File: src/include/volley_defines.svh
`ifndef VOLLEY_DEFINES_SVH
`define VOLLEY_DEFINES_SVH

// fixed point
`define POS_W 12
`define FRAC_W 7
`define VEL_W 10 // 7 of them fraction

// screen geometry in pixels, y grows downward
`define BALL_SIZE 64
`define BALL_CENTER 32
`define GND_LVL 750
`define WALL_LEFT 5
`define WALL_RIGHT 1018
`define NET_X_LO 508
`define NET_X_HI 516
`define NET_TOP 480

// player sprite
`define PL_W 76
`define PL_H 90
`define PL_CENTER_X 38
`define PL_CENTER_Y 45

`define SERVE_X_PL1 250
`define SERVE_X_PL2 774
`define SERVE_Y 555

`define VEL_Y_MIN (-384) // terminal fall, 3 px per tick

`define WAIT_TICKS 250
`define GHOST_TICKS 25
`define MAX_TOUCHES 3

`endif

File: src/verilog/volley_pkg.sv
package volley_pkg;

	// rally phases
	typedef enum logic [1:0] {
		HANG,
		BOUNCE,
		FLIGHT,
		WAIT
	} ball_state_t;

	// listed in falling priority after NONE
	typedef enum logic [2:0] {
		NONE,
		PL1,
		PL2,
		WALL,
		NET,
		GND
	} collision_t;

	typedef enum logic {
		PLAYER1,
		PLAYER2
	} player_t;

endpackage

File: src/verilog/ball_state_fsm.sv
`timescale 1ns/10ps

module ball_state_fsm (
	input wire clk100Hz,
	input wire rst_d,
	input wire pl1_col,
	input wire pl2_col,
	input wire wall_col,
	input wire net_col,
	input wire gnd_col,
	input wire ghost_done,
	input wire wait_done,
	input wire ovr_touch,
	output volley_pkg::ball_state_t state
);
	import volley_pkg::*;

	ball_state_t state_nxt;
	logic player_hit;
	logic any_hit;

	assign player_hit = pl1_col || pl2_col;
	assign any_hit = player_hit || wall_col || net_col;

	always_ff @(posedge clk100Hz) begin
		if (rst_d) begin
			state <= HANG;
		end else begin
			state <= state_nxt;
		end
	end

	always_comb begin
		state_nxt = state;
		case (state)
			HANG: begin
				if (player_hit) begin
					state_nxt = BOUNCE; // serve touch
				end
			end
			BOUNCE: begin
				if (ovr_touch) begin
					state_nxt = WAIT;
				end else begin
					state_nxt = FLIGHT;
				end
			end
			FLIGHT: begin
				// bounces win over the ground, but only after the ghost period
				if (any_hit && ghost_done) begin
					state_nxt = BOUNCE;
				end else if (gnd_col) begin
					state_nxt = WAIT;
				end
			end
			WAIT: begin
				if (wait_done) begin
					state_nxt = HANG;
				end
			end
			default: begin
				state_nxt = HANG;
			end
		endcase
	end

endmodule

File: src/verilog/ball_timers.sv
`timescale 1ns/10ps
`include "volley_defines.svh"

module ball_timers (
	input wire clk100Hz,
	input wire rst_d,
	input volley_pkg::ball_state_t state,
	output logic wait_done,
	output logic ghost_done
);
	import volley_pkg::*;

	logic [$clog2(`WAIT_TICKS)-1:0] wait_cnt;
	logic [$clog2(`GHOST_TICKS+1)-1:0] ghost_cnt;

	// last tick of the wait period
	assign wait_done = (state == WAIT) && (wait_cnt == `WAIT_TICKS - 1);
	assign ghost_done = (ghost_cnt == `GHOST_TICKS);

	always_ff @(posedge clk100Hz) begin
		if (rst_d) begin
			wait_cnt <= '0;
		end else if (state == WAIT) begin
			wait_cnt <= wait_cnt + 1'b1;
		end else begin
			wait_cnt <= '0;
		end
	end

	// saturates so one overlap never bounces twice
	always_ff @(posedge clk100Hz) begin
		if (rst_d) begin
			ghost_cnt <= '0;
		end else if (state == FLIGHT) begin
			if (!ghost_done) begin
				ghost_cnt <= ghost_cnt + 1'b1;
			end
		end else begin
			ghost_cnt <= '0; // restarts from every bounce
		end
	end

endmodule

File: src/verilog/collision_detect.sv
`timescale 1ns/10ps
`include "volley_defines.svh"

module collision_detect (
	input wire [`POS_W+`FRAC_W-1:0] next_posx,
	input wire [`POS_W+`FRAC_W-1:0] next_posy,
	input wire [`POS_W-1:0] ball_posx,
	input wire [`POS_W-1:0] ball_posy,
	input wire [`POS_W-1:0] pl1_posx,
	input wire [`POS_W-1:0] pl1_posy,
	input wire [`POS_W-1:0] pl2_posx,
	input wire [`POS_W-1:0] pl2_posy,
	output logic pl1_col,
	output logic pl2_col,
	output logic wall_col,
	output logic net_col,
	output logic gnd_col,
	output volley_pkg::collision_t col_kind
);
	import volley_pkg::*;

	logic [`POS_W-1:0] nx;
	logic [`POS_W-1:0] ny;

	// ball box against a player box
	function automatic logic box_hit(
		input logic [`POS_W-1:0] bx,
		input logic [`POS_W-1:0] by,
		input logic [`POS_W-1:0] px,
		input logic [`POS_W-1:0] py
	);
		box_hit = (bx < px + `PL_W) && (px < bx + `BALL_SIZE)
			&& (by < py + `PL_H) && (py < by + `BALL_SIZE);
	endfunction

	assign nx = next_posx[`POS_W+`FRAC_W-1:`FRAC_W];
	assign ny = next_posy[`POS_W+`FRAC_W-1:`FRAC_W];

	assign pl1_col = box_hit(ball_posx, ball_posy, pl1_posx, pl1_posy);
	assign pl2_col = box_hit(ball_posx, ball_posy, pl2_posx, pl2_posy);

	// a wrap past zero lands in the right hand test
	assign wall_col = (nx <= `WALL_LEFT) || (nx + `BALL_SIZE >= `WALL_RIGHT);
	assign gnd_col = (ny + `BALL_SIZE >= `GND_LVL);
	assign net_col = (nx < `NET_X_HI) && (nx + `BALL_SIZE > `NET_X_LO)
		&& (ny + `BALL_SIZE > `NET_TOP);

	always_comb begin
		if (pl1_col) begin
			col_kind = PL1;
		end else if (pl2_col) begin
			col_kind = PL2;
		end else if (wall_col) begin
			col_kind = WALL;
		end else if (net_col) begin
			col_kind = NET;
		end else if (gnd_col) begin
			col_kind = GND;
		end else begin
			col_kind = NONE;
		end
	end

endmodule

File: src/verilog/ball_kinematics.sv
`timescale 1ns/10ps
`include "volley_defines.svh"

module ball_kinematics (
	input wire clk100Hz,
	input wire rst_d,
	input volley_pkg::ball_state_t state,
	input volley_pkg::collision_t col_kind,
	input volley_pkg::player_t hit_player,
	input volley_pkg::player_t serve_side,
	input wire [`POS_W-1:0] pl1_posx,
	input wire [`POS_W-1:0] pl1_posy,
	input wire [`POS_W-1:0] pl2_posx,
	input wire [`POS_W-1:0] pl2_posy,
	output logic [`POS_W+`FRAC_W-1:0] next_posx,
	output logic [`POS_W+`FRAC_W-1:0] next_posy,
	output logic [`POS_W-1:0] ball_posx,
	output logic [`POS_W-1:0] ball_posy
);
	import volley_pkg::*;

	logic [`POS_W+`FRAC_W-1:0] pos_x;
	logic [`POS_W+`FRAC_W-1:0] pos_y;
	logic [`POS_W+`FRAC_W-1:0] vel_x_ext;
	logic [`POS_W+`FRAC_W-1:0] vel_y_ext;
	logic [`POS_W-1:0] serve_x;
	logic signed [`VEL_W-1:0] vel_x, vel_y;
	logic signed [`VEL_W-1:0] vel_x_nxt, vel_y_nxt;
	logic signed [`VEL_W-1:0] hit_vx1, hit_vy1;
	logic signed [`VEL_W-1:0] hit_vx2, hit_vy2;
	collision_t bounce_kind;

	// signed distance a - b + bias in pixels
	function automatic logic signed [`POS_W:0] centre_offset(
		input logic [`POS_W-1:0] a,
		input logic [`POS_W-1:0] b,
		input logic signed [`POS_W:0] bias
	);
		centre_offset = $signed({1'b0, a}) - $signed({1'b0, b}) + bias;
	endfunction

	// times four; an overlap keeps the offset well inside 8 bits
	function automatic logic signed [`VEL_W-1:0] to_vel(input logic signed [`POS_W:0] off);
		to_vel = {off[`VEL_W-3:0], 2'b00};
	endfunction

	assign ball_posx = pos_x[`POS_W+`FRAC_W-1:`FRAC_W];
	assign ball_posy = pos_y[`POS_W+`FRAC_W-1:`FRAC_W];

	assign vel_x_ext = {{(`POS_W+`FRAC_W-`VEL_W){vel_x[`VEL_W-1]}}, vel_x};
	assign vel_y_ext = {{(`POS_W+`FRAC_W-`VEL_W){vel_y[`VEL_W-1]}}, vel_y};
	assign serve_x = (serve_side == PLAYER2) ? `POS_W'(`SERVE_X_PL2) : `POS_W'(`SERVE_X_PL1);

	// hit velocities taken while the overlap is seen and used in the following bounce
	always_ff @(posedge clk100Hz) begin
		if (state != BOUNCE) begin
			hit_vx1 <= to_vel(centre_offset(ball_posx, pl1_posx,
				(`POS_W+1)'(`BALL_CENTER - `PL_CENTER_X)));
			hit_vy1 <= to_vel(centre_offset(pl1_posy, ball_posy,
				(`POS_W+1)'(`PL_CENTER_Y - `BALL_CENTER)));
			hit_vx2 <= to_vel(centre_offset(ball_posx, pl2_posx,
				(`POS_W+1)'(`BALL_CENTER - `PL_CENTER_X)));
			hit_vy2 <= to_vel(centre_offset(pl2_posy, ball_posy,
				(`POS_W+1)'(`PL_CENTER_Y - `BALL_CENTER)));
		end
	end

	always_ff @(posedge clk100Hz) begin
		if (rst_d) begin
			bounce_kind <= NONE;
		end else if (state != BOUNCE) begin
			bounce_kind <= col_kind;
		end
	end

	always_comb begin
		case (state)
			HANG: begin
				next_posx = {serve_x, {`FRAC_W{1'b0}}};
				next_posy = {`POS_W'(`SERVE_Y), {`FRAC_W{1'b0}}};
			end
			FLIGHT: begin
				next_posx = pos_x + vel_x_ext;
				next_posy = pos_y - vel_y_ext; // positive vel_y is upward
			end
			default: begin
				next_posx = pos_x;
				next_posy = pos_y;
			end
		endcase
	end

	always_comb begin
		vel_x_nxt = '0;
		vel_y_nxt = '0;
		case (state)
			BOUNCE: begin
				vel_x_nxt = vel_x;
				vel_y_nxt = vel_y;
				case (bounce_kind)
					PL1, PL2: begin
						vel_x_nxt = (hit_player == PLAYER2) ? hit_vx2 : hit_vx1;
						vel_y_nxt = (hit_player == PLAYER2) ? hit_vy2 : hit_vy1;
					end
					WALL: begin
						vel_x_nxt = -vel_x;
					end
					NET: begin
						vel_x_nxt = -vel_x;
						vel_y_nxt = vel_y >>> 1; // net eats half the lift
					end
					default: begin
					end
				endcase
			end
			FLIGHT: begin
				vel_x_nxt = vel_x;
				vel_y_nxt = (vel_y > `VEL_Y_MIN) ? vel_y - `VEL_W'sd1 : vel_y; // gravity
			end
			default: begin
			end
		endcase
	end

	always_ff @(posedge clk100Hz) begin
		if (rst_d) begin
			pos_x <= '0;
			pos_y <= '0;
			vel_x <= '0;
			vel_y <= '0;
		end else begin
			pos_x <= next_posx;
			pos_y <= next_posy;
			vel_x <= vel_x_nxt;
			vel_y <= vel_y_nxt;
		end
	end

endmodule

File: src/verilog/touch_referee.sv
`timescale 1ns/10ps
`include "volley_defines.svh"

module touch_referee (
	input wire clk100Hz,
	input wire rst_d,
	input volley_pkg::ball_state_t state,
	input volley_pkg::collision_t col_kind,
	output logic ovr_touch,
	output volley_pkg::player_t serve_side,
	output volley_pkg::player_t hit_player
);
	import volley_pkg::*;

	collision_t touch_kind; // kind that led into the bounce
	player_t last_touch;
	logic [2:0] touch_cnt;
	logic player_hit;
	logic same_player;

	always_ff @(posedge clk100Hz) begin
		if (rst_d) begin
			touch_kind <= NONE;
		end else if (state != BOUNCE) begin
			touch_kind <= col_kind;
		end
	end

	assign player_hit = (state == BOUNCE) && ((touch_kind == PL1) || (touch_kind == PL2));
	assign hit_player = (touch_kind == PL2) ? PLAYER2 : PLAYER1;
	assign same_player = (hit_player == last_touch);
	// fourth touch in a row by one side
	assign ovr_touch = player_hit && same_player && (touch_cnt == `MAX_TOUCHES);

	always_ff @(posedge clk100Hz) begin
		if (rst_d) begin
			last_touch <= PLAYER1;
			touch_cnt <= '0;
			serve_side <= PLAYER1;
		end else begin
			if (state == HANG) begin
				touch_cnt <= '0;
			end else if (player_hit && !ovr_touch) begin
				last_touch <= hit_player;
				touch_cnt <= same_player ? touch_cnt + 1'b1 : 3'd1;
			end

			if (ovr_touch) begin
				serve_side <= (hit_player == PLAYER1) ? PLAYER2 : PLAYER1;
			end else if (state == FLIGHT) begin
				serve_side <= last_touch; // holds if the flight ends on the ground
			end
		end
	end

endmodule

File: src/verilog/volley_ball_core.sv
`timescale 1ns/10ps
`include "volley_defines.svh"

module volley_ball_core (
	input wire clk100Hz,
	input wire rst_d,
	input wire [`POS_W-1:0] pl1_posx,
	input wire [`POS_W-1:0] pl1_posy,
	input wire [`POS_W-1:0] pl2_posx,
	input wire [`POS_W-1:0] pl2_posy,
	output logic [`POS_W-1:0] ball_posx,
	output logic [`POS_W-1:0] ball_posy,
	output logic gnd_col,
	output logic ovr_touch
);
	import volley_pkg::*;

	ball_state_t state;
	collision_t col_kind;
	player_t serve_side;
	player_t hit_player;
	logic pl1_col, pl2_col, wall_col, net_col;
	logic wait_done, ghost_done;
	logic [`POS_W+`FRAC_W-1:0] next_posx;
	logic [`POS_W+`FRAC_W-1:0] next_posy;

	ball_state_fsm u_fsm (
		.clk100Hz(clk100Hz),
		.rst_d(rst_d),
		.pl1_col(pl1_col),
		.pl2_col(pl2_col),
		.wall_col(wall_col),
		.net_col(net_col),
		.gnd_col(gnd_col),
		.ghost_done(ghost_done),
		.wait_done(wait_done),
		.ovr_touch(ovr_touch),
		.state(state)
	);

	ball_timers u_timers (
		.clk100Hz(clk100Hz),
		.rst_d(rst_d),
		.state(state),
		.wait_done(wait_done),
		.ghost_done(ghost_done)
	);

	// walls, net and ground look one tick ahead, players use the current ball
	collision_detect u_col (
		.next_posx(next_posx),
		.next_posy(next_posy),
		.ball_posx(ball_posx),
		.ball_posy(ball_posy),
		.pl1_posx(pl1_posx),
		.pl1_posy(pl1_posy),
		.pl2_posx(pl2_posx),
		.pl2_posy(pl2_posy),
		.pl1_col(pl1_col),
		.pl2_col(pl2_col),
		.wall_col(wall_col),
		.net_col(net_col),
		.gnd_col(gnd_col),
		.col_kind(col_kind)
	);

	ball_kinematics u_kin (
		.clk100Hz(clk100Hz),
		.rst_d(rst_d),
		.state(state),
		.col_kind(col_kind),
		.hit_player(hit_player),
		.serve_side(serve_side),
		.pl1_posx(pl1_posx),
		.pl1_posy(pl1_posy),
		.pl2_posx(pl2_posx),
		.pl2_posy(pl2_posy),
		.next_posx(next_posx),
		.next_posy(next_posy),
		.ball_posx(ball_posx),
		.ball_posy(ball_posy)
	);

	touch_referee u_ref (
		.clk100Hz(clk100Hz),
		.rst_d(rst_d),
		.state(state),
		.col_kind(col_kind),
		.ovr_touch(ovr_touch),
		.serve_side(serve_side),
		.hit_player(hit_player)
	);

endmodule

File: config.mk
export PLATFORM = sky130hd
export DESIGN_NAME = volley_ball_core
export DESIGN_NICKNAME = d
export VERILOG_FILES = /design/src/verilog/volley_pkg.sv /design/src/verilog/ball_state_fsm.sv /design/src/verilog/ball_timers.sv /design/src/verilog/collision_detect.sv /design/src/verilog/ball_kinematics.sv /design/src/verilog/touch_referee.sv /design/src/verilog/volley_ball_core.sv
export VERILOG_INCLUDE_DIRS = /design/src /design/src/include
export SDC_FILE = /design/constraint.sdc
export NUM_CORES = 1
export LEC_CHECK = 0
export BUFFER_PORTS_ARGS = -buffer_cell sky130_fd_sc_hd__buf_2
export CORE_MARGIN = 5
export CORE_UTILIZATION = 53
export CTS_BUF_LIST = sky130_fd_sc_hd__clkbuf_8
export DETAILED_ROUTE_END_ITERATION = 8
export HOLD_SLACK_MARGIN = 0.06
export MAX_ROUTING_LAYER = met4
export PLACE_DENSITY = 0.76
export SLEW_MARGIN = 20
export SYNTH_ARGS = -nofsm -noshare
export SYNTH_HDL_FRONTEND = slang
export SYNTH_SLANG_ARGS = --single-unit
File: constraint.sdc
create_clock -name clk100Hz -period 10 [get_ports clk100Hz]
set_input_delay 0 -clock clk100Hz [delete_from_list [all_inputs] [get_ports clk100Hz]]
set_output_delay 0 -clock clk100Hz [all_outputs]
set_load 0.02 [all_outputs]
==> qor.txt, run 1 <==
I/O pins = 76
IO Port Bufs = 75
Clock root cell = clkbuf_8
Row count = 54
CP Cell Sequence = ha_1 > nand3_1 > a2111oi_1 > nor3_1 > o31ai_1 > a21oi_1 > inv_1 > ha_1 > inv_1 > a2111oi_0 > and4_1 > o22ai_1 > a2111oi_2 > o31a_1 > o311ai_1 > a211oi_1
CTS tree = done
Total power = 2.73 mW
Maximum clock path buffer count = 2
Fin nets = 1742
Largest net degree at the start of global routing = 69
Prevailing post-synth register cell = dfxtp_1
Die width = 159 um
Clock Sinks = 111
Cell family contributing the most delay on the critical path = compound AO/OA/AOI/OAI gates
CP arrival = 5.29 ns
Reg2reg setup slack = 5.03 ns
FMAX = 201 MHz
Number of diodes = 0
Area of placed instances = 12300 um2
Number of synthesized register bits = 111
Initial Util = 53.9%
Die Y = 159 um
Final setup viols = 0
Critical path data required time = 10.33 ns
CP endpoint kind = flop
Die area = 25300 um2
Vias/cell = 6.05
Total GRT Usage = 24.3%
DR DRC count = 0
Yosys synthesis warning count = 0
Status = complete, no violations
Multi-input gate area = 8380 um2
Core Area = 21900 um2
Synthesized area per cell = 8.08 um2
Register area share after synthesis = 21.6%
Worst-path clk slew = 0.11 ns
GPL Wtd Cong = 0.996
Vias = 10731
RSZ-0062 raised after global routing = no
Clk_skew = 0.0126 ns
Clock Latency Late Sink = 0.41 ns
Vias in the first global route = 10281
Post-Route Setup TNS = 0 ns
Max Cap Viol = 0
Critical-path top delay cell = a2111oi_1
Routed wire length = 30.8 mm
Mapped Area = 11800 um2
Max H-tree Level = 3
Crit Path Max Fanout = 12
Final Slew Violations = 0
Least-Margin Pin Slew = 0.979 ns
Cells after Synth = 1460
Grt ovf = 0
Worst hold path class = input pin to flop
Normalized max-slew margin = 34.4%
DR pass1 iterations = 5
WS Path Type = flop to flop
Routed len/inst = 17.4 um
Drt initial violations = 747
Initial antenna violation count = 0
DP HPWL = 23.9 mm
Sequential cell area = 2540 um2
Max rail drop VDD = 0.126 mV
Final instance area = 12500 um2
CP bufs+invs = 2
PwrDens = 219 nW/um2
P_leak = 5.52 nW
Final Hold Vio Count = 0
Layout fillers = 2024
Syn Nets = 1712
First-pass GRT wire length = 50.5 mm
Netlist cell types = 78
CTS buffer count = 9
Tcrit/Tclk final = 49.7%
EDFF count, synth = 32
Layout cells sized above 1 = 8.36%
Post-route ant nets = 0
Crit path largest cell delay = 0.73 ns
Worst Setup Start Kind = flop
Area grow syn2layout = 5.63%
Synth async-reset ratio = 0%
Final min period = 4.97 ns
==> stage by stage <==
step | utilization [%] | instances | hold slack [ns] | worst slack [ns]
floorplan | - | 1460 | 0.252 | 5.81
global placement | 56.0 | 1757 | 0.386 | 5.19
detailed placement | 56.0 | 1757 | 0.388 | 5.03
CTS | 56.9 | 1775 | 0.0742 | 5.02
global route | 56.9 | 1775 | 0.109 | 4.73
finish | 56.9 | 1775 | 0.0776 | 5.03
==> cell families (layout without fill, tap and decap cells) <==
kind of cell	Yosys count	count (layout)	synth area share, %
fa+ha+maj	202	202	22.2
xor+xnor	103	103	7.65
mux	21	21	1.79
flops	111	111	21.6
compound gates	380	380	21.6
buf+inv	210	245	7.47
simple gates	433	433	17.8
==> synthesized netlist by cell type, types with 9 or more instances <==
library cell	instances	share of area (%)
clkbuf_1	38	1.2
inv_1	141	4.5
ha_1	190	20
mux2i_1	20	1.7
edfxtp_1	32	8.1
nand2_1	99	3.2
o21a_1	20	1.3
a21oi_1	106	4.5
and3_1	24	1.3
xnor2_1	59	4.4
o21bai_1	9	0.57
a22oi_1	14	0.89
or3_1	10	0.53
a211oi_1	19	1.2
o211ai_1	15	0.95
a31oi_1	21	1.1
o22ai_1	10	0.53
fa_1	12	2.0
o21ai_0	65	2.8
nor2_1	126	4.0
nor3_1	34	1.4
nor2b_1	26	1.4
nand2b_1	14	0.74
nand3_1	42	1.8
a21o_1	17	1.1
nand4_1	14	0.74
dfxtp_1	79	13
buf_4	24	1.5
xor2_1	44	3.3
==> repair_timing <==
action | CTS | global route
endpoints found under the hold margin | 2 | 0
resized for setup | 0 | 0
buffers inserted | 0 | 0
hold buffers | 2 | 0
==> where the power goes <==
part / leakage, nW / switching (mW) / internal, mW
registers: 0.971 / 0.115 / 0.616
clock network: 0.0925 / 0.170 / 0.0988
logic: 4.46 / 1.07 / 0.652
total: 5.52 / 1.36 / 1.37
==> flip-flops by register name (all words and copies together), names as in the netlist <==
| register | count |
|---|---|
| u_timers.ghost_cnt | 5 |
| u_fsm.state | 2 |
| u_ref.last_touch | 1 |
| u_ref.serve_side | 1 |
| u_ref.touch_cnt | 3 |
| u_kin.hit_vy2 | 8 |
| u_timers.wait_cnt | 8 |
| u_kin.vel_x | 9 |
| u_kin.vel_y | 10 |
| u_kin.hit_vx2 | 8 |
| u_kin.hit_vy1 | 8 |
| u_kin.pos_y | 19 |
| u_kin.pos_x | 18 |
| u_kin.hit_vx1 | 8 |
| u_ref.touch_kind | 3 |
==> worst paths after layout <==
check / from / end / cells past startpoint
hold / removal: pl1_posy[7] / u_kin.hit_vy1[9] / 3
setup reg to reg: u_kin.vel_x[9] / u_fsm.state[1] / 16
setup / recovery: u_kin.vel_x[9] / u_fsm.state[1] / 16
hold reg to reg: u_kin.pos_y[2] / u_kin.pos_y[2] / 2
==> metal layers <==
| layer | vias up | wire [um] | track usage (%) |
|---|---|---|---|
| met5 | - | 0 | - |
| met4 | 0 | 928 | 8.84 |
| met3 | 70 | 1880 | 2.69 |
| met2 | 341 | 13800 | 38.2 |
| met1 | 5066 | 14200 | 32.4 |
| li1 | 5254 | - | - |
==> worst register-to-register path, delay by kind of cell (launching register included) <==
kind / cells / cell delay [ns]
buf+inv: 2 / 0.20
simple gates: 3 / 0.56
flops: 1 / 0.48
fa+ha+maj: 2 / 0.71
compound gates: 9 / 2.93
==> layout by cell type (no fill, tap or decap), types with 6 or more instances in the layout <==
cell type | synthesis | final
a2111oi_0 | 7 | 6
a211o_1 | 7 | 7
a211oi_1 | 19 | 19
a21o_1 | 17 | 17
a21oi_1 | 106 | 106
a22oi_1 | 14 | 14
a31oi_1 | 21 | 21
and2_1 | 7 | 7
and3_1 | 24 | 24
buf_2 | 2 | 75
buf_4 | 24 | 10
clkbuf_8 | 0 | 10
dfxtp_1 | 79 | 79
edfxtp_1 | 32 | 32
fa_1 | 12 | 12
ha_1 | 190 | 189
inv_1 | 141 | 142
mux2i_1 | 20 | 20
nand2_1 | 99 | 99
nand2b_1 | 14 | 14
nand3_1 | 42 | 42
nand3b_1 | 7 | 7
nand4_1 | 14 | 14
nor2_1 | 126 | 125
nor2b_1 | 26 | 26
nor3_1 | 34 | 34
nor4_1 | 6 | 6
o211ai_1 | 15 | 15
o21a_1 | 20 | 20
o21ai_0 | 65 | 65
o21bai_1 | 9 | 9
o22ai_1 | 10 | 10
o31a_1 | 7 | 7
or3_1 | 10 | 10
xnor2_1 | 59 | 59
xor2_1 | 44 | 44
==> cell type report <==
| type | count | share of cell area (%) |
|---|---|---|
| repair buffers | 87 | 3.78 |
| well taps | 280 | 2.81 |
| inverters | 142 | 4.28 |
| multi-input cells | 1139 | 67.3 |
| clock buffers | 10 | 1.10 |
| flip-flops and latches | 111 | 20.4 |
| clock inverters | 6 | 0.341 |
Note: power is estimated with default switching activity, not from simulation.
==> inputs of run 2 (changes only) <==
--- a/config.mk
+++ b/config.mk
@@ -13,7 +13,7 @@
 export DETAILED_ROUTE_END_ITERATION = 8
 export HOLD_SLACK_MARGIN = 0.06
 export MAX_ROUTING_LAYER = met4
-export PLACE_DENSITY = 0.76
+export PLACE_DENSITY = 0.79
 export SLEW_MARGIN = 20
 export SYNTH_ARGS = -nofsm -noshare
 export SYNTH_HDL_FRONTEND = slang
==> constraint.sdc (replaced) <==
create_clock -name clk100Hz -period 4.1 [get_ports clk100Hz]
set_input_delay 0 -clock clk100Hz [delete_from_list [all_inputs] [get_ports clk100Hz]]
set_output_delay 0 -clock clk100Hz [all_outputs]
set_load 0.02 [all_outputs]
==> run 2 against run 1 <==
  * Clock skew rose by 0.0056 ns
  * Register-to-register slack got worse by 4.9 ns
  * Via count rose by 3.6%
  * Combinational power rose to 2.9 times the previous value
  * Total power rose to 2.7 times the previous value
  * Largest cell class unchanged
  * Largest power group unchanged
  * Highest routed layer unchanged
==> qor.txt, run 2 (synthesis results as in run 1) <==
Placed Cells = 1847
Fin nets = 1839
Vias = 11116
Post-Route Setup TNS = 0 ns
Final Slew Violations = 0
Clk_skew = 0.0182 ns
P_leak = 6.05 nW
Worst-path clk slew = 0.12 ns
Psw = 3.53 mW
CP bufs+invs = 5
Critical path data required time = 4.10 ns
Fin worst setup slack = 0.0650 ns
Commonest non-fill, non-tap cell in the layout = ha_1
Cell count along the critical path = 17
Crit Path Max Fanout = 3
Largest regs = u_kin.pos_y (19), u_kin.pos_x (18), u_kin.vel_y (10)
Vias in the first global route = 10858
RSZ-0062 raised after global routing = yes
Reg2reg start = u_kin.vel_x[2]
Clock root cell = clkbuf_8
Post-route ant nets = 0
Clock Sinks = 111
Normalized max-slew margin = 26.0%
Die width = 159 um
Final Non-Filler Cells = 1872
Number of diodes = 0
CTS buffer count = 9
Largest Register = u_kin.pos_y
First-pass GRT wire length = 52.2 mm
Cell family contributing the most delay on the critical path = compound AO/OA/AOI/OAI gates
GPL Wtd Cong = 1.00
Clock Latency Late Sink = 0.41 ns
Initial Util = 53.9%
Vias/cell = 5.94
Row count = 54
Worst Min Path Start = pl1_posx[0]
Most frequent cells in the layout = 170 x ha_1, 138 x inv_1, 125 x nor2_1
CTS tree = done
Total GRT Usage = 24.9%
Initial antenna violation count = 0
Clock network power share = 8.8%
Max Cap Viol = 0
Sw Share = 48.0%
Max H-tree Level = 3
Critical-path top delay cell = a2111oi_4
Tcrit/Tclk final = 98.4%
WHS Path Cells = 4
Die area = 25300 um2
Least-Margin Pin Slew = 1.11 ns
Worst hold path class = input pin to flop
Crit path largest cell delay = 0.44 ns
FMAX = 248 MHz
DP HPWL = 25.2 mm
Reg2reg setup slack = 0.13 ns
Layout Utilization = 62.2%
Status = complete, no violations
CP endpoint kind = output port
Final Hold Vio Count = 0
Layout fillers = 1882
Max reg flops = 19
P_int = 3.82 mW
Min-Delay Endpoint = u_kin.hit_vx1[2]
DR pass1 iterations = 6
Core Area = 21900 um2
Die Y = 159 um
DR DRC count = 0
Maximum clock path buffer count = 2
Grt ovf = 0
WS Path Type = flop to output port
DP Worst Slack = -0.117 ns
R2r endpoint = u_fsm.state[0]
Sequential power share = 23.0%
Final min period = 4.04 ns
FF-to-FF path depth = 17
PwrDens = 540 nW/um2
Routed wire length = 32.1 mm
CP Cell Sequence = inv_2 > ha_4 > fa_2 > nor2b_4 > o2111ai_4 > a2111oi_4 > o31a_1 > nand3_2 > ha_4 > o41ai_4 > buf_4 > a31oi_1 > a211oi_1 > o22ai_2 > inv_2 > buf_6 > buf_6
Worst Setup Start Kind = flop
Hold_ws = 0.102 ns
Max rail drop VDD = 0.295 mV
Drt initial violations = 750
Final setup viols = 0
Layout cells sized above 1 = 18.0%
CP arrival = 4.04 ns
Area grow syn2layout = 15.3%
Largest net degree at the start of global routing = 45
IO Port Bufs = 75
Routed len/inst = 17.1 um
Comb pwr share = 68.2%
I/O pins = 76
run 2: changes by cell type in the layout (fill, tap and decap cells not counted), moves of 4 or more:
cell / delta
buf_4: +95
ha_1: -19
ha_2: +11
a21oi_1: -8
a21oi_2: +8
ha_4: +8
dfxtp_1: -7
dfxtp_2: +6
inv_1: -4
run 2: worst max path at each step:
| stage | start | endpoint | slack (ns) |
|---|---|---|---|
| final | u_kin.pos_y[0] | gnd_col | 0.06 |
| after global routing | u_kin.pos_y[0] | gnd_col | -0.11 |
| after CTS | u_kin.vel_x[9] | u_fsm.state[0] | 0.004 |
| after detailed placement | u_kin.pos_y[0] | u_ref.touch_kind[0] | -0.12 |
| after global placement | u_kin.pos_y[0] | u_ref.touch_kind[0] | 0.10 |
| after floorplan | u_kin.vel_x[9] | u_fsm.state[0] | 0.07 |
run 2: timing repair:
action                                  in CTS  in global routing
pin swaps                                    4                 21
setup buffers                                1                  5
gates resized for setup                      7                 80
endpoints found under the setup margin       4                  5
endpoints found under the hold margin        3                  0
hold buffers                                 3                  0
run 2: routing by layer:
layer | routed length, um | global-route usage (%) | vias to the layer above | part of all wire [%]
met2 | 15000 | 40.4 | 347 | 47
met1 | 14600 | 32.5 | 5254 | 45
met3 | 1850 | 3.73 | 58 | 5.8
li1 | - | - | 5457 | -
met4 | 675 | 7.13 | 0 | 2.1
met5 | 0 | - | - | 0
run 2: worst reg2reg max path, delay by kind of cell, from the launching register on:
family	cells	cell delay, ns
compound gates	9	1.87
fa+ha+maj	2	0.55
buf+inv	2	0.25
flops	1	0.33
simple gates	4	0.88
run 2: final cells by class:
| cell class | count | area (um2) | share of cell area [%] |
|---|---|---|---|
| clock inverter | 7 | 56.3 | 0.414 |
| tap | 280 | 350 | 2.57 |
| inverter | 142 | 537 | 3.94 |
| sequential | 111 | 2550 | 18.8 |
| clock buffer | 9 | 124 | 0.910 |
| timing repair buffer | 184 | 1210 | 8.90 |
| multi-input combinational | 1139 | 8770 | 64.5 |
run 2: per-stage QoR:
step	cell area (um2)	total power, mW
after floorplan	11800	4.84
after global placement	12900	6.21
after detailed placement	12900	6.32
after CTS	13200	7.03
after global routing	13600	7.92
final	13600	7.34
run 2: power by group through the flow:
stage | clock [mW] | combinational [mW] | sequential [mW]
floorplan | 0 | 3.15 | 1.69
finish | 0.648 | 5.01 | 1.69
global placement | 0 | 4.53 | 1.68
global route | 0.706 | 5.49 | 1.72
detailed placement | 0 | 4.62 | 1.69
CTS | 0.661 | 4.70 | 1.67
